<file path="config.mk">
export PLATFORM = sky130hd
export DESIGN_NAME = pd_core
export DESIGN_NICKNAME = d
export VERILOG_FILES = /design/src/hw/pd_pkg.sv /design/src/hw/ir_bus_if.sv /design/src/hw/ir_reg.sv /design/src/hw/group_dec.sv /design/src/hw/nef_check.sv /design/src/hw/pd_core.sv
export SDC_FILE = /design/constraint.sdc
export NUM_CORES = 1
export LEC_CHECK = 0
export BUFFER_PORTS_ARGS = -buffer_cell sky130_fd_sc_hd__buf_2
export CORE_ASPECT_RATIO = 0.7
export CORE_MARGIN = 3
export CORE_UTILIZATION = 47
export CTS_BUF_LIST = sky130_fd_sc_hd__clkbuf_4
export DETAILED_ROUTE_END_ITERATION = 8
export PLACE_DENSITY = 0.77
export SLEW_MARGIN = 10
export SYNTH_ARGS = -nofsm -noshare
export SYNTH_HDL_FRONTEND = slang
export SYNTH_SLANG_ARGS = --single-unit
</file>
<file path="constraint.sdc">
create_clock -name __clk -period 1.6 [get_ports __clk]
set_input_delay 0.08 -clock __clk [delete_from_list [all_inputs] [get_ports __clk]]
set_output_delay 0.08 -clock __clk [all_outputs]
set_load 0.1 [all_outputs]
</file>
<file path="src/hw/pd_pkg.sv">
/*
	Decoder package with word, field and class widths, class codes,
	R0 flag positions, IN/OU opcodes and the instruction word union
*/
package pd_pkg;

	localparam int WORD_W = 16;	// Instruction word
	localparam int R0_W = 9;	// Upper R0 flags
	localparam int CLS_W = 4;	// Class code
	localparam int OP_W = 6;	// Opcode field
	localparam int FLD_W = 3;	// A, B, C register fields
	localparam int T_W = 6;	// Short argument magnitude

	// Opcode classes
	localparam logic [CLS_W-1:0] CLS_ILL = 4'd0;	// 000-017, 037
	localparam logic [CLS_W-1:0] CLS_NA = 4'd1;	// 020-036, 040-057
	localparam logic [CLS_W-1:0] CLS_KA1 = 4'd2;	// 060-066
	localparam logic [CLS_W-1:0] CLS_JS = 4'd3;	// 067
	localparam logic [CLS_W-1:0] CLS_KA2 = 4'd4;	// 070
	localparam logic [CLS_W-1:0] CLS_C = 4'd5;	// 071
	localparam logic [CLS_W-1:0] CLS_S = 4'd6;	// 072
	localparam logic [CLS_W-1:0] CLS_J = 4'd7;	// 073
	localparam logic [CLS_W-1:0] CLS_L = 4'd8;	// 074-075
	localparam logic [CLS_W-1:0] CLS_G = 4'd9;	// 076
	localparam logic [CLS_W-1:0] CLS_BN = 4'd10;	// 077

	// R0 flag bit positions, Z is the leftmost bit
	localparam int R0_Z = 8;	// Zero
	localparam int R0_M = 7;	// Minus
	localparam int R0_V = 6;	// Overflow
	localparam int R0_C = 5;	// Carry
	localparam int R0_L = 4;	// Less
	localparam int R0_E = 3;	// Equal
	localparam int R0_G = 2;	// Greater
	localparam int R0_Y = 1;	// Y shift flag
	localparam int R0_X = 0;	// X shift flag

	localparam logic [OP_W-1:0] OP_IN = 6'o44;	// IN
	localparam logic [OP_W-1:0] OP_OU = 6'o45;	// OU

	// IN/OU privileged in user mode
	localparam logic INOU_USER_ILLEGAL = 1'b1;

	// One IR word, bit 15 here is IR[0]
	typedef union packed {
		struct packed {
			logic [OP_W-1:0] op;	// IR[0:5]
			logic d;	// IR[6], D modifier
			logic [FLD_W-1:0] a;	// IR[7:9]
			logic [FLD_W-1:0] b;	// IR[10:12]
			logic [FLD_W-1:0] c;	// IR[13:15]
		} nrm;	// Register fields
		struct packed {
			logic [OP_W-1:0] op;	// IR[0:5]
			logic sign;	// IR[6], negative argument
			logic [FLD_W-1:0] a;	// IR[7:9]
			logic [T_W-1:0] t;	// IR[10:15]
		} sht;	// Short argument
	} ir_word_u;

endpackage

</file>
<file path="src/hw/ir_bus_if.sv">
/*
	Latched instruction bus from the IR stage to the decoders
*/
`timescale 1ns/10ps

interface ir_bus_if import pd_pkg::*; ();

	logic valid;	// IR holds a word
	logic ready;	// Result stage can take it
	ir_word_u word;	// Latched instruction
	logic q;	// User mode at fetch
	logic [R0_W-1:0] r0;	// Flags at fetch

	// IR stage side
	modport src (
		output valid,
		output word,
		output q,
		output r0,
		input ready
	);

	// Decoder side, read only
	modport snk (
		input valid,
		input word,
		input q,
		input r0
	);

endinterface

</file>
<file path="src/hw/ir_reg.sv">
/*
	Instruction register stage, one entry with valid/ready handshake
	and invalidate
*/
`timescale 1ns/10ps

module ir_reg import pd_pkg::*; (
	input logic __clk,
	input logic rst,
	input logic si,	// Invalidate IR
	input logic in_valid,
	output logic in_ready,
	input ir_word_u in_word,
	input logic in_q,
	input logic [R0_W-1:0] in_r0,
	ir_bus_if.src irb
);

	logic run;	// Set one edge after reset
	logic vld;	// IR valid
	ir_word_u word_r;	// IR payload
	logic q_r;
	logic [R0_W-1:0] r0_r;

	// Take a word when empty or being drained, never while invalidating
	assign in_ready = run & ~si & (~vld | irb.ready);

	always_ff @(posedge __clk) begin
		if (rst) begin
			run <= 1'b0;
			vld <= 1'b0;
		end else begin
			run <= 1'b1;
			if (si)
				vld <= 1'b0;	// Drop word in flight
			else if (in_ready)
				vld <= in_valid;	// Refill or go empty
		end
	end

	// Payload only moves on a transfer
	always_ff @(posedge __clk) begin
		if (in_valid & in_ready) begin
			word_r <= in_word;
			q_r <= in_q;
			r0_r <= in_r0;
		end
	end

	assign irb.valid = vld;
	assign irb.word = word_r;
	assign irb.q = q_r;
	assign irb.r0 = r0_r;

endmodule

</file>
<file path="src/hw/group_dec.sv">
/*
	Opcode group decoder with subgroup select, register field
	and short argument extraction, B==0 and C!=0 flags
*/
`timescale 1ns/10ps

module group_dec import pd_pkg::*; (
	ir_bus_if.snk irb,
	output logic [CLS_W-1:0] cls,	// Opcode class
	output logic [FLD_W-1:0] sub,	// Subgroup selector
	output logic [WORD_W-1:0] arg,	// Fields or short argument
	output logic b0,	// B field is zero
	output logic c0	// C field nonzero, argument in next word
);

	logic [OP_W-1:0] op;
	logic [FLD_W-1:0] fa;
	logic [FLD_W-1:0] fb;
	logic [FLD_W-1:0] fc;
	logic sgn;
	logic [T_W-1:0] t;
	logic short_arg;	// KA1 or JS
	logic [WORD_W-1:0] arg_short;
	logic [WORD_W-1:0] arg_fields;

	// Normal view
	assign op = irb.word.nrm.op;
	assign fa = irb.word.nrm.a;
	assign fb = irb.word.nrm.b;
	assign fc = irb.word.nrm.c;

	// Short view of the same word
	assign sgn = irb.word.sht.sign;
	assign t = irb.word.sht.t;

	assign b0 = (fb == '0);
	assign c0 = (fc != '0);

	// Opcode group table
	always_comb begin
		case (op) inside
			[6'o20:6'o36]: cls = CLS_NA;	// First normal-argument range
			[6'o40:6'o57]: cls = CLS_NA;	// Second range, IN/OU among them
			[6'o60:6'o66]: cls = CLS_KA1;	// AWT, TRB, IRB and the rest
			6'o67: cls = CLS_JS;
			6'o70: cls = CLS_KA2;	// Byte ops, BRC/BLC, EXL, NRF
			6'o71: cls = CLS_C;	// Register ops, shifts
			6'o72: cls = CLS_S;	// HLT, MCL, SIx, GIx, LIP
			6'o73: cls = CLS_J;	// Conditional jumps
			6'o74,
			6'o75: cls = CLS_L;
			6'o76: cls = CLS_G;
			6'o77: cls = CLS_BN;	// MB, IM, KI, FI, SP, MD, RZ, IB
			default: cls = CLS_ILL;	// 000-017 and the 037 gap
		endcase
	end

	// C group with B==0 is selected by C, everything else by A
	always_comb begin
		if ((cls == CLS_C) && b0)
			sub = fc;
		else
			sub = fa;
	end

	assign short_arg = (cls == CLS_KA1) || (cls == CLS_JS);

	// T extended with the sign bit
	assign arg_short = {{(WORD_W - T_W){sgn}}, t};

	// A, B, C packed at the bottom
	assign arg_fields = {{(WORD_W - 3 * FLD_W){1'b0}}, fa, fb, fc};

	assign arg = short_arg ? arg_short : arg_fields;

endmodule

</file>
<file path="src/hw/nef_check.sv">
/*
	Illegal and ineffective instruction checks from class, fields,
	user mode and R0 flags
*/
`timescale 1ns/10ps

module nef_check import pd_pkg::*; (
	ir_bus_if.snk irb,
	input logic [CLS_W-1:0] cls,
	output logic xi,	// Illegal
	output logic nef	// Ineffective
);

	logic [OP_W-1:0] op;
	logic [FLD_W-1:0] fa;
	logic [FLD_W-1:0] fb;
	logic [R0_W-1:0] r0;
	logic is_j;
	logic is_js;
	logic ill_user;	// Privileged op in user mode
	logic ill_code;	// Undefined encoding
	logic inou;
	logic jfail;	// Jump condition not met

	assign op = irb.word.nrm.op;
	assign fa = irb.word.nrm.a;
	assign fb = irb.word.nrm.b;
	assign r0 = irb.r0;

	assign is_j = (cls == CLS_J);
	assign is_js = (cls == CLS_JS);
	assign inou = (op == OP_IN) || (op == OP_OU);

	assign ill_user = irb.q & ((cls == CLS_S)
		| ((cls == CLS_BN) & (fa < 3'd5))	// MB to SP
		| (INOU_USER_ILLEGAL & inou));

	assign ill_code = (cls == CLS_ILL)
		| ((cls == CLS_S) & (fa >= 3'd5))	// No S op above LIP
		| ((cls == CLS_C) & (fb[2] | (fb[1] & fb[0])));	// IR[10] or IR[11:12]

	assign xi = ill_user | ill_code;

	// Needed flag per A field
	always_comb begin
		jfail = 1'b0;
		if (is_j) begin
			case (fa)
				3'd1: jfail = ~r0[R0_L];	// JL
				3'd2: jfail = ~r0[R0_E];	// JE
				3'd3: jfail = ~r0[R0_G];	// JG
				3'd4: jfail = ~r0[R0_Z];	// JZ
				3'd5: jfail = ~r0[R0_M];	// JM
				3'd6: jfail = r0[R0_E];	// JN
				default: jfail = 1'b0;	// UJ, LJ
			endcase
		end else if (is_js) begin
			case (fa)
				3'd1: jfail = ~r0[R0_L];
				3'd2: jfail = ~r0[R0_E];
				3'd3: jfail = ~r0[R0_G];
				3'd4: jfail = ~r0[R0_V];	// JVS
				3'd5: jfail = ~r0[R0_X];	// JXS
				3'd6: jfail = ~r0[R0_Y];	// JYS
				3'd7: jfail = ~r0[R0_C];	// JCS
				default: jfail = 1'b0;	// UJS
			endcase
		end
	end

	assign nef = xi | jfail;

endmodule

</file>
<file path="src/hw/pd_core.sv">
/*
	Instruction decoder top with IR stage, group decoder,
	legality checks and the output result register
*/
`timescale 1ns/10ps

module pd_core import pd_pkg::*; (
	input logic __clk,
	input logic rst,
	input logic si,	// Invalidate both stages
	input logic in_valid,
	output logic in_ready,
	input logic [WORD_W-1:0] in_word,
	input logic in_q,	// User mode
	input logic [R0_W-1:0] in_r0,
	output logic res_valid,
	input logic res_ready,
	output logic [CLS_W-1:0] res_class,
	output logic [FLD_W-1:0] res_sub,
	output logic [WORD_W-1:0] res_arg,
	output logic res_b0,
	output logic res_c0,
	output logic res_xi,
	output logic res_nef
);

	ir_bus_if irb ();

	logic [CLS_W-1:0] cls;
	logic [FLD_W-1:0] sub;
	logic [WORD_W-1:0] arg;
	logic b0;
	logic c0;
	logic xi;
	logic nef;

	ir_reg u_ir_reg (
		.__clk(__clk),
		.rst(rst),
		.si(si),
		.in_valid(in_valid),
		.in_ready(in_ready),
		.in_word(in_word),
		.in_q(in_q),
		.in_r0(in_r0),
		.irb(irb.src)
	);

	group_dec u_group_dec (
		.irb(irb.snk),
		.cls(cls),
		.sub(sub),
		.arg(arg),
		.b0(b0),
		.c0(c0)
	);

	nef_check u_nef_check (
		.irb(irb.snk),
		.cls(cls),
		.xi(xi),
		.nef(nef)
	);

	// Result slot free or leaving this edge
	assign irb.ready = ~res_valid | res_ready;

	always_ff @(posedge __clk) begin
		if (rst)
			res_valid <= 1'b0;
		else if (si)
			res_valid <= 1'b0;	// Drop undelivered result
		else if (irb.ready)
			res_valid <= irb.valid;
	end

	always_ff @(posedge __clk) begin
		if (irb.valid & irb.ready) begin
			res_class <= cls;
			res_sub <= sub;
			res_arg <= arg;
			res_b0 <= b0;
			res_c0 <= c0;
			res_xi <= xi;
			res_nef <= nef;
		end
	end

endmodule

</file>
### Word-level counts from Yosys, hierarchy flattened

Cells that the tools add are included.

* input bits: 31
* logic and storage cells: 105
* ROM bits: 0
* memories kept: 0
* memory bits (writable): 0
* flip-flop bits (word level): 50
* latch bits: 0
* output and inout port bits: 29

* $lt $le $gt $ge: 8
* equal/unequal tests: 24
* add/sub/neg operators: 0
* bitwise logic cells: 30
* reduce and logical (&&, ||, !) cells: 11
* multipliers: 0
* muxes and demuxes: 18
* div/mod/pow operators: 0
* shift-type cells: 0

Operators with widths (number)
* equality test 6 bit, second input constant: 11
* two-way mux 4 bit: 11
* equality test 3 bit, second input constant: 4
* equality test 4 x 3 -> 1 bit, second input constant: 3
* >= comparator 6 bit, second input constant: 2
* less-or-equal comparator 6 bit, second input constant: 2
* inverter 1 bit: 12
* AND 1 bit: 9
* two-way mux 9 bit: 1
* OR 1 bit: 9
* equality test 4 x 2 -> 1 bit, second input constant: 2
* case mux 1 bit (7 select lines): 1
* equality test 3 x 2 -> 1 bit, second input constant: 2
* >= comparator 6 x 5 -> 1 bit, second input constant: 1
* less-or-equal comparator 6 x 5 -> 1 bit, second input constant: 1
* case mux 1 bit (6 select lines): 1
* equality test 4 bit, second input constant: 1
* logical AND 1 bit: 4
* logical NOT 4 bit: 1
* OR reduction 2 bit: 2
* equality test 3 x 1 -> 1 bit, second input constant: 1
* >= comparator 3 bit, second input constant: 1
* logical NOT 3 bit: 1
* less-than comparator 3 bit, second input constant: 1
* 4 further kinds: 7

### Logic depth before layout (Yosys ltp)

Gate-level depths: netlist (run 1).

* depth in word-level cells: 19
* mapped depth: 6
* mapped depth without buffers: 5

### Hierarchy

Synthesis (run 1) repeated with hierarchy kept, for this count alone.

* cell total of the unflattened synthesis: 134
* area, all modules: 2237.1 um^2

By module, submodules not included
* ir_reg: cells each 35, area an instance 888.4 um^2, times used 1, sequential area each 820.8 um^2
* pd_core: cells each 32, area an instance 868.3 um^2, times used 1, sequential area each 830.8 um^2
* group_dec: cells each 42, area an instance 281.5 um^2, times used 1, sequential area each 0.0 um^2
* nef_check: cells each 25, area an instance 198.9 um^2, times used 1, sequential area each 0.0 um^2

### Least setup slack after synthesis (run 1)

No wires, ideal clock.

* path kind: reg2reg
* start: register res_valid
* end: register u_ir_reg.q_r, in the netlist u_ir_reg.irb.q, enable pin
* data required time: 1.215 ns
* setup time: 0.385 ns
* slack: -2.155 ns
* path buffers: 0
* clock period less this slack: 3.755 ns
* stages on the path, launching flop included: 4
* arrival: 3.370 ns
* path through: dfxtp_1 > nor2b_1 > a21oi_1 > and2_1

* longest elaborated chain between the ends: 5

RTL lines
* from (decl): RTL line pd_core.sv:16 `output logic res_valid,`
* from (signal assigned): RTL line pd_core.sv:74 `res_valid <= irb.valid;`
* inverter 1 bit: RTL line pd_core.sv:66 `assign irb.ready = ~res_valid | res_ready;`
* OR 1 bit: RTL line pd_core.sv:66
* OR 1 bit: RTL line ir_reg.sv:26 `assign in_ready = run & ~si & (~vld | irb.ready);`
* AND 1 bit: RTL line ir_reg.sv:26
* net in_ready: RTL line pd_core.sv:12 `output logic in_ready,`
* AND 1 bit: RTL line ir_reg.sv:43 `if (in_valid & in_ready) begin`
* to (signal assigned): RTL line ir_reg.sv:45 `q_r <= in_q;`
* to (decl): RTL line ir_reg.sv:22 `logic q_r;`

The timed path passes the listed nets, and every way through them passes these cells.
A chain may end at the register's enable or synchronous reset.

### Worst setup path after layout (run 1)

* start: register u_ir_reg.word_r, in the netlist u_ir_reg.irb.word[12]
* end: register res_nef, data pin

* elaborated cells between the ends (all ways): 51
* those cells by class: order compare: 6; eq/ne: 16; mux: 13; bitwise: 10; reduce/logical: 6

RTL lines
* from (decl): RTL line ir_reg.sv:21 `ir_word_u word_r;`
* from (signal assigned): RTL line ir_reg.sv:44 `word_r <= in_word;`
* equality test 6 bit (no line)
* two-way mux 4 bit or OR reduction 2 bit (tied branches): RTL line group_dec.sv:41 `case (op) inside`
* two-way mux 4 bit (8 in a row): RTL line group_dec.sv:41
* two-way mux 4 bit (*): RTL line group_dec.sv:41
* net cls[0]: RTL line pd_core.sv:29 `logic [CLS_W-1:0] cls;`
* equality test 4 bit: RTL line nef_check.sv:35 `| ((cls == CLS_BN) & (fa < 3'd5))`
* AND 1 bit: RTL line nef_check.sv:35
* OR 1 bit: RTL line nef_check.sv:35
* OR 1 bit: RTL line nef_check.sv:36 `| (INOU_USER_ILLEGAL & inou));`
* AND 1 bit: RTL line nef_check.sv:34 `assign ill_user = irb.q & ((cls == CLS_S)`
* OR 1 bit: RTL line nef_check.sv:42 `assign xi = ill_user | ill_code;`
* OR 1 bit (*): RTL line nef_check.sv:71 `assign nef = xi | jfail;`
* net nef: RTL line pd_core.sv:35 `logic nef;`
* to (signal assigned): RTL line pd_core.sv:85 `res_nef <= nef;`
* to (decl): RTL line pd_core.sv:24 `output logic res_nef`

The timed path passes the listed nets; every way through them passes the cells marked *.

==> impl_metrics.tcl, run 1 <==
set metrics [dict create \
    violations "setup timing" \
    worst_slack_ns -0.206 \
    grt_pass1_wl_mm 6.55 \
    finalSetupViolations 5 \
    worst_ep_arrival_time_ns 1.94 \
    worstHoldPathType "input port to flop" \
    hold_violations 0 \
    num_rows 18 \
    syn_area_mm2 0.00196 \
    clk_latency_ns 0.37 \
    syn_nets 151 \
    synth_edf_count 47 \
    synth_top_flop_cell "edfxtp_1" \
    fp.dieW_um 83.2 \
    cp.required_ns 1.73 \
    clockBufferDepth 2 \
    seq_area_frac_synth_pct 75.0 \
    crit_path_end_kind "flop" \
    clk_pin_slew_ns 0.13 \
    cts_tree "done" \
    avgRoutedWirePerCell_um 15.2 \
    min_period_ns 1.81 \
    grt_pass1_vias 1386 \
    synth_area_leaders "edfxtp_1 (72%), dfxtp_1 (3.1%), buf_4 (2.3%), mux2_4 (2.3%), mux2i_1 (2.0%)" \
    maxSlewHeadroom_pct 67.1 \
    nets 257 \
    vias 1388 \
    critPathLaunchType "flop" \
    hpwl_mm 2.63 \
    diodes 0 \
    synth_top_area_cell "edfxtp_1" \
    dieHeight_um 60.0 \
    pre_cts_ws_ns -0.176 \
    hold_ws_ns 0.0296 \
    dieArea_mm2 0.00499 \
    p_leak_nw 1.16 \
    status "finished with violations" \
    track_usage_pct 17.8 \
    yosys-top-cells-count "edfxtp_1 (47), nand2_1 (9), buf_4 (6), o21ai_0 (6)" \
    critical_path_class "flop to flop" \
    gr-total-overflow 0 \
    antenna_found_initial 0 \
    place.port_buffers 59 \
    initial_core_util_pct 52.1 \
    fmax_mhz 554 \
    vdd_drop_max_uv 641 \
    fin_skew_ns 0.0163 \
    post-synth-top-area-fraction_pct 72.0 \
    dr.first_iter.drc_count 84 \
    path_max_fanout 4 \
    syn_to_final_growth_pct 44.2 \
    p_per_area_mw_per_mm2 861 \
    cts_sinks 50 \
    fin_crit_sh_pct 113 \
    synthArstFlopShare_pct 0 \
    ant_nets 0 \
    worst_slew_pin_slew_ns 0.497 \
    dr.pass1.iters 4 \
    synth-seq-cells 50 \
    detail_route.vias_per_cell 5.01 \
    synth.distinct_cells 35 \
    core_mm2 0.00376 \
    synthCells 120 \
    grt_setup_unrepaired "true" \
    power.total_mw 2.43 \
    yosys_warnings 0 \
    pin_count 60 \
    drive_above_1_share_pct 46.7 \
    synth_most_common_cell "edfxtp_1" \
    cts_buffers 5 \
    drc 0 \
    postSynthAreaPerCell_um2 16.3 \
    h-tree-depth 2 \
    fin_setup_tns_ns -0.746 \
    drv_slew 0 \
    gp_congestion 0.799 \
    cap_viol_max_count 0 \
    wirelength_mm 4.22 \
    grt_max_degree 27 \
    cts-root-buf "clkbuf_4" \
]
state kept, by name (all words and copies together) (netlist names):
name,flops
u_ir_reg.irb.q,1
res_arg,10
u_ir_reg.irb.r0,9
u_ir_reg.irb.word,16
res_b0,1
res_xi,1
res_nef,1
res_sub,3
res_valid,1
res_c0,1
u_ir_reg.irb.valid,1
res_class,4
u_ir_reg.run,1
placed cells by master (no fill, tap or decap), types with 2 or more instances in the layout:
master,Yosys,final
a21oi_1,4,2
buf_2,3,58
buf_4,6,20
clkbuf_4,0,7
dfxtp_1,3,2
dlygate4sd3_1,0,28
edfxtp_1,47,47
inv_1,3,2
mux2_4,3,3
mux2i_1,4,4
nand2_1,9,9
nor2_1,3,3
nor3_1,3,3
o21ai_0,6,3
o21ai_1,0,3
or3_1,2,2
cells by family after synthesis:
| logic type | Yosys count | share of synthesized area [%] |
|---|---|---|
| mux | 9 | 6.06 |
| simple gates | 30 | 8.93 |
| compound gates | 18 | 5.87 |
| flops | 50 | 75.0 |
| buf+inv | 12 | 3.64 |
| xor+xnor | 1 | 0.447 |
layout make-up:
class | count | area [um2]
flip-flops and latches | 50 | 1480
fillers | 230 | 935
repair buffers | 108 | 739
multi-input cells | 58 | 459
well taps | 50 | 62.6
clock buffers | 6 | 45.0
clock inverters | 2 | 33.8
inverters | 3 | 11.3
final timing paths:
path              slack [ns]  cells after the start             startpoint         end
setup / recovery       -0.21                      6  u_ir_reg.irb.word[12]     res_nef
hold / removal          0.03                      4              res_ready   res_valid
setup reg to reg       -0.21                      6  u_ir_reg.irb.word[12]     res_nef
hold reg to reg         0.50                      0   u_ir_reg.irb.word[2]  res_arg[2]
routing by layer:
layer / part of all wire, % / global-route usage, % / vias up
li1: - / - / 662
met1: 39 / 19.9 / 652
met2: 51 / 29.2 / 66
met3: 7.7 / 8.82 / 8
met4: 2.1 / 8.39 / 0
met5: 0 / 0 / -
metrics by stage:
step | cells | util, % | instance area (um2)
floorplan | 120 | - | 1990
global placement | 235 | 63.8 | 2400
detailed placement | 235 | 63.8 | 2400
CTS | 274 | 73.9 | 2780
global route | 277 | 75.1 | 2830
finish | 277 | 75.1 | 2830
worst max-delay path, stage by stage (launching register included):
cell,delay (ns)
edfxtp_1,0.49
buf_6,0.15
a21oi_2,0.06
o21ai_1,0.19
a31o_2,0.24
o41ai_2,0.10
a221o_1,0.35
what timing repair did:
item	4_1_cts	5_1_grt
hold endpoints to repair	29	0
buffers inserted	3	3
gates resized for setup	1	8
hold buffers	28	0
cloned	0	0
setup endpoints to repair	5	6
pin swaps	2	3
report_power, final:
group	leakage, nW	switching, mW	internal [mW]
sequential	0.458	0.0160	1.46
clock	0.0433	0.369	0.343
combinational	0.654	0.132	0.117
Note: power is estimated with default switching activity, not from simulation.
==> inputs of run 2 (changes only) <==
--- a/config.mk
+++ b/config.mk
@@ -5,13 +5,14 @@
 export SDC_FILE = /design/constraint.sdc
 export NUM_CORES = 1
 export LEC_CHECK = 0
+export ABC_AREA = 1
 export BUFFER_PORTS_ARGS = -buffer_cell sky130_fd_sc_hd__buf_2
 export CORE_ASPECT_RATIO = 0.7
 export CORE_MARGIN = 3
-export CORE_UTILIZATION = 47
+export CORE_UTILIZATION = 48
 export CTS_BUF_LIST = sky130_fd_sc_hd__clkbuf_4
 export DETAILED_ROUTE_END_ITERATION = 8
-export PLACE_DENSITY = 0.77
+export PLACE_DENSITY_LB_ADDON = 0.1
 export SLEW_MARGIN = 10
 export SYNTH_ARGS = -nofsm -noshare
 export SYNTH_HDL_FRONTEND = slang
==> run 2 against run 1 <==
The flow now finishes without violations. First-iteration DRC count grew 50%. Design area shrank 1.6%. Die area grew 2.9%. Synthesized area grew 5.4%. Sequential power is essentially flat. Power shrank 7.8%. Clock-buffer cell count is the same. Non-clock buffer count shrank 15. Wire length shrank 1.6%. Global-route usage shrank 0.41 points. Critical path type unchanged.
==> impl_metrics.tcl, run 2 <==
set metrics [dict create \
    wirelength_mm 4.15 \
    path_max_fanout 6 \
    drv_slew 0 \
    cts_sinks 50 \
    syn_to_final_growth_pct 34.6 \
    ant_nets 0 \
    finalSetupViolations 0 \
    cts_buffers 5 \
    clk_pin_slew_ns 0.13 \
    synth_top_area_cell "edfxtp_1" \
    post-synth-top-area-fraction_pct 68.3 \
    hpwl_mm 2.92 \
    critical_path_class "flop to flop" \
    grt_pass1_wl_mm 6.84 \
    critPathLaunchType "flop" \
    avgRoutedWirePerCell_um 13.0 \
    grt_pass1_vias 1580 \
    synth.distinct_cells 22 \
    dr.first_iter.drc_count 126 \
    crit_path_end_kind "flop" \
    fin_skew_ns 0.00497 \
    hold_violations 0 \
    drc 0 \
    yosys_warnings 0 \
    place.port_buffers 59 \
    seq_area_frac_synth_pct 71.2 \
    synthCells 174 \
    detail_route.vias_per_cell 4.90 \
    syn_nets 205 \
    status "completed" \
    core_mm2 0.00402 \
    initial_core_util_pct 51.4 \
    fp.dieW_um 84.4 \
    worstHoldPathType "input port to flop" \
    cts_tree "done" \
    maxSlewHeadroom_pct 67.6 \
    gr-total-overflow 0 \
    clk_latency_ns 0.35 \
    synth_edf_count 47 \
    worst_ep_arrival_time_ns 1.63 \
    dr.pass1.iters 5 \
    nets 297 \
    p_per_area_mw_per_mm2 806 \
    finalNonFillerCells 319 \
    min_period_ns 1.51 \
    layout_common_cells "buf_2 (59), edfxtp_1 (47), dlygate4sd3_1 (28)" \
    synth_top_flop_cell "edfxtp_1" \
    drive_above_1_share_pct 33.7 \
    fmax_mhz 661 \
    antenna_found_initial 0 \
    cp.required_ns 1.72 \
    p_leak_nw 1.20 \
    worst_slew_pin_slew_ns 0.490 \
    layout.cells.most_common "buf_2" \
    dieHeight_um 60.9 \
    synth_most_common_cell "edfxtp_1" \
    cap_viol_max_count 0 \
    synth_area_leaders "edfxtp_1 (68%), inv_1 (4.5%), nand2_1 (4.0%), dfxtp_1 (2.9%), nand3_1 (2.7%)" \
    vias 1564 \
    synth-seq-cells 50 \
    yosys-top-cells-count "edfxtp_1 (47), inv_1 (25), nand2_1 (22), nor2_1 (13), nand3_1 (11)" \
    largest_reg_flops 16 \
    syn_area_mm2 0.00207 \
    dieArea_mm2 0.00514 \
    diodes 0 \
    clockBufferDepth 2 \
    track_usage_pct 17.4 \
    pin_count 60 \
    synthArstFlopShare_pct 0 \
    dp_cells 279 \
    num_rows 19 \
    postSynthAreaPerCell_um2 11.9 \
    gp_congestion 0.934 \
    vdd_drop_max_uv 682 \
    grt_max_degree 27 \
    h-tree-depth 2 \
    fin_crit_sh_pct 94.5 \
    cts-root-buf "clkbuf_4" \
    power.total_mw 2.24 \
]
run 2: changes by cell type in the layout (fill, tap and decap cells not counted), moves of 4 or more:
cell	previous run	this run
nand4_1	1	6
inv_1	2	24
nand3_1	0	10
buf_4	20	5
nor2_2	0	6
nor2_1	3	12
mux2i_1	4	0
nand2_1	9	22
run 2: timing repair:
| action | CTS | global route |
|---|---|---|
| gates resized for setup | 0 | 1 |
| hold buffers | 28 | 0 |
| setup buffers | 0 | 4 |
| setup endpoints to repair | 0 | 1 |
| hold endpoints to repair | 28 | 0 |
run 2: final cells by class:
class	count	area, um2
fill	306	1240
clock buffer	6	45.0
tap	52	65.1
clock inverter	2	8.76
timing repair buffer	93	633
sequential	50	1480
multi-input combinational	86	438
inverter	30	116
run 2: kinds of logic after synthesis:
kind of cell	after synthesis	share of synthesized area (%)
compound gates	18	4.54
flops	50	71.2
buf+inv	38	8.12
simple gates	68	16.1
run 2: stage by stage:
stage	area [um2]	utilization [%]	setup slack, ns	TNS (ns)	hold WS, ns
finish	2780	69.2	0.0882	0	0.0263
global route	2780	69.2	-0.0116	-0.0116	0.0159
CTS	2750	68.4	0.0909	0	0.00757
detailed placement	2410	60.1	0.121	0	0.258
global placement	2410	60.1	0.129	0	0.242
floorplan	2080	-	-0.475	-20.21	0.155
run 2: per-layer routing:
metal / vias to the layer above / share of wire, % / GRT usage (%)
li1: 773 / - / -
met1: 716 / 41 / 20.1
met2: 65 / 50 / 31.1
met3: 10 / 7.1 / 5.29
met4: 0 / 1.8 / 7.22
met5: - / 0 / 0.909
run 2: worst max-delay path, stage by stage (launching register included):
cell	delay, ns
edfxtp_1	0.51
nor2_2	0.22
inv_2	0.06
nor3_2	0.19
nand3_2	0.16
nand2_1	0.09
o21ai_1	0.06
run 2: where the power goes:
| group | leakage (nW) | total (mW) | internal [mW] | switching, mW |
|---|---|---|---|---|
| Sequential | 0.461 | 1.47 | 1.46 | 0.0180 |
| Clock | 0.0331 | 0.539 | 0.183 | 0.356 |
| Combinational | 0.704 | 0.230 | 0.100 | 0.130 |
| Total | 1.20 | 2.24 | 1.74 | 0.504 |
run 2: worst paths after layout:
path | depth (start not counted) | start | endpoint | slack [ns]
setup reg to reg | 6 | u_ir_reg.irb.word[12] | res_sub[2] | 0.09
hold reg to reg | 0 | u_ir_reg.irb.word[0] | res_arg[0] | 0.48
setup / recovery | 6 | u_ir_reg.irb.word[12] | res_sub[2] | 0.09
hold / removal | 4 | res_ready | res_valid | 0.03
==> inputs of run 3 (changes only) <==
--- a/config.mk
+++ b/config.mk
@@ -7,7 +7,7 @@
 export LEC_CHECK = 0
 export ABC_AREA = 1
 export BUFFER_PORTS_ARGS = -buffer_cell sky130_fd_sc_hd__buf_2
-export CORE_ASPECT_RATIO = 0.7
+export CORE_ASPECT_RATIO = 2
 export CORE_MARGIN = 3
 export CORE_UTILIZATION = 48
 export CTS_BUF_LIST = sky130_fd_sc_hd__clkbuf_4
==> run 3 against run 2 <==
Sequential cell count did not move. Power rose by 14%. Die area rose by 0.68%. Clock skew rose by 0.0090 ns. Global-route usage fell by 0.34 points. Wire length fell by 5.4%. Largest power group unchanged. Highest routed layer unchanged.
==> impl_metrics.tcl, run 3 (synthesis gave the netlist of run 2 again) <==
set metrics [dict create \
    worst_slew_pin_slew_ns 0.495 \
    grt_pass1_vias 1513 \
    finalNonFillerCells 322 \
    gr-total-overflow 0 \
    hold_end "u_ir_reg.irb.valid" \
    seqPwrFrac_pct 57.8 \
    fillers 309 \
    clockBufferDepth 2 \
    track_usage_pct 17.1 \
    reg2reg_slack_ns 0.10 \
    grt_pass1_wl_mm 6.56 \
    switching_share_pct 20.0 \
    hold_ws_ns 0.228 \
    crit_path_end_kind "output pin" \
    h-tree-depth 2 \
    min_path_cells 6 \
    register_area_mm2 0.00148 \
    dieHeight_um 98.8 \
    vias 1528 \
    fin_crit_sh_pct 94.9 \
    place_area_mm2 0.00241 \
    rr_worst_depth 6 \
    p_sw_mw 0.510 \
    vdd_drop_max_uv 802 \
    drv_slew 0 \
    hpwl_mm 2.67 \
    antenna_found_initial 0 \
    pin_count 60 \
    core_mm2 0.00413 \
    layout_common_cells "buf_2 (59), edfxtp_1 (47), dlygate4sd3_1 (30)" \
    dp_cells 279 \
    num_rows 33 \
    cap_viol_max_count 0 \
    cp.required_ns 1.52 \
    finalSetupViolations 0 \
    syn_to_final_growth_pct 38.3 \
    largest_reg_flops 16 \
    clk_pin_slew_ns 0.13 \
    detail_route.vias_per_cell 4.75 \
    ant_nets 0 \
    clk_latency_ns 0.35 \
    min-delay-start "res_ready" \
    diodes 0 \
    grt_setup_unrepaired "false" \
    fin_setup_tns_ns 0 \
    p_int_mw 2.04 \
    multi_input_area_um2 438 \
    fp.dieW_um 52.4 \
    stdcell_area_mm2 0.00286 \
    initial_core_util_pct 50.0 \
    gp_congestion 0.855 \
    dr.pass1.iters 4 \
    maxSlewHeadroom_pct 67.3 \
    wirelength_mm 3.93 \
    cts-root-buf "clkbuf_4" \
    drive_above_1_share_pct 34.1 \
    cts_buffers 5 \
    cts_tree "done" \
    fmax_mhz 658 \
    p_comb_share_pct 9.1 \
    status "completed" \
    timing.rr.start "u_ir_reg.irb.word[12]" \
    dr.first_iter.drc_count 13 \
    nets 300 \
    r2r_end "res_sub[1]" \
    worst_ep_arrival_time_ns 1.44 \
    dieArea_mm2 0.00517 \
    grt_max_degree 27 \
    p_per_area_mw_per_mm2 893 \
    min_period_ns 1.52 \
    fin_skew_ns 0.0140 \
    p_leak_nw 1.23 \
    avgRoutedWirePerCell_um 12.2 \
    place.port_buffers 59 \
    path_max_fanout 2 \
    hold_violations 0 \
    critPathLaunchType "input port" \
    drc 0 \
    cts_sinks 50 \
    layout.cells.most_common "buf_2" \
    clockPowerShare_pct 33.1 \
    critical_path_class "input port to output pin" \
    worstHoldPathType "input port to flop" \
]
[run 3: cell count changes in the layout (fill, tap and decap cells not counted), sizes merged]
| cell | change |
|---|---|
| clkbuf | -1 |
| dlygate4sd3 | +2 |
| buf | +1 |
| clkinv | -1 |
| bufinv | +2 |
[run 3: through the flow]
step | util [%] | power, mW | setup WS [ns]
3_5_place_dp | 58.5 | 1.67 | 0.137
4_1_cts | 68.2 | 2.56 | 0.0823
6_report | 69.2 | 2.55 | 0.0812
3_3_place_gp | 58.5 | 1.67 | 0.174
5_1_grt | 69.2 | 2.65 | 0.00327
2_1_floorplan | - | 1.61 | -0.475
[run 3: worst max path at each step]
stage / endpoint / cells after the start / startpoint
global placement: res_sub[2] / 6 / u_ir_reg.irb.word[12]
detailed placement: res_sub[1] / 6 / u_ir_reg.irb.word[12]
global route: res_nef / 8 / u_ir_reg.irb.word[14]
floorplan: u_ir_reg.irb.q / 5 / res_valid
finish: in_ready / 6 / si
CTS: in_ready / 4 / res_valid
[run 3: layer usage]
metal / part of all wire, % / up-vias / wire (um) / track usage (%)
li1: - / 776 / - / -
met1: 32 / 685 / 1250 / 16.4
met2: 59 / 57 / 2330 / 31.6
met3: 6.1 / 10 / 238 / 3.78
met4: 2.9 / 0 / 112 / 8.66
met5: 0 / - / 0 / 0
[run 3: power groups by stage]
| stage | Combinational [mW] | Sequential, mW | Clock (mW) |
|---|---|---|---|
| finish | 0.233 | 1.47 | 0.844 |
| global route | 0.253 | 1.48 | 0.919 |
| CTS | 0.226 | 1.47 | 0.860 |
| detailed placement | 0.171 | 1.50 | 0 |
| global placement | 0.165 | 1.50 | 0 |
| floorplan | 0.0704 | 1.54 | 0 |
[run 3: what timing repair did]
item	CTS	global route
gates resized for setup	0	3
buffers inserted	0	5
hold endpoints to repair	29	0
endpoints found under the setup margin	0	2
hold buffers	30	0
[run 3: worst max-delay path, cell delays in order]
cell           delay, ns
dlygate4sd3_1       0.54
buf_2               0.13
inv_1               0.08
nand3_2             0.11
clkinvlp_4          0.09
buf_2               0.42
[run 3: cell type report]
| class | count | area share, % |
|---|---|---|
| multi-input cells | 86 | 15.3 |
| clock inverters | 3 | 2.23 |
| flip-flops and latches | 50 | 51.6 |
| repair buffers | 96 | 23.1 |
| inverters | 30 | 4.07 |
| well taps | 52 | 2.28 |
| clock buffers | 5 | 1.31 |
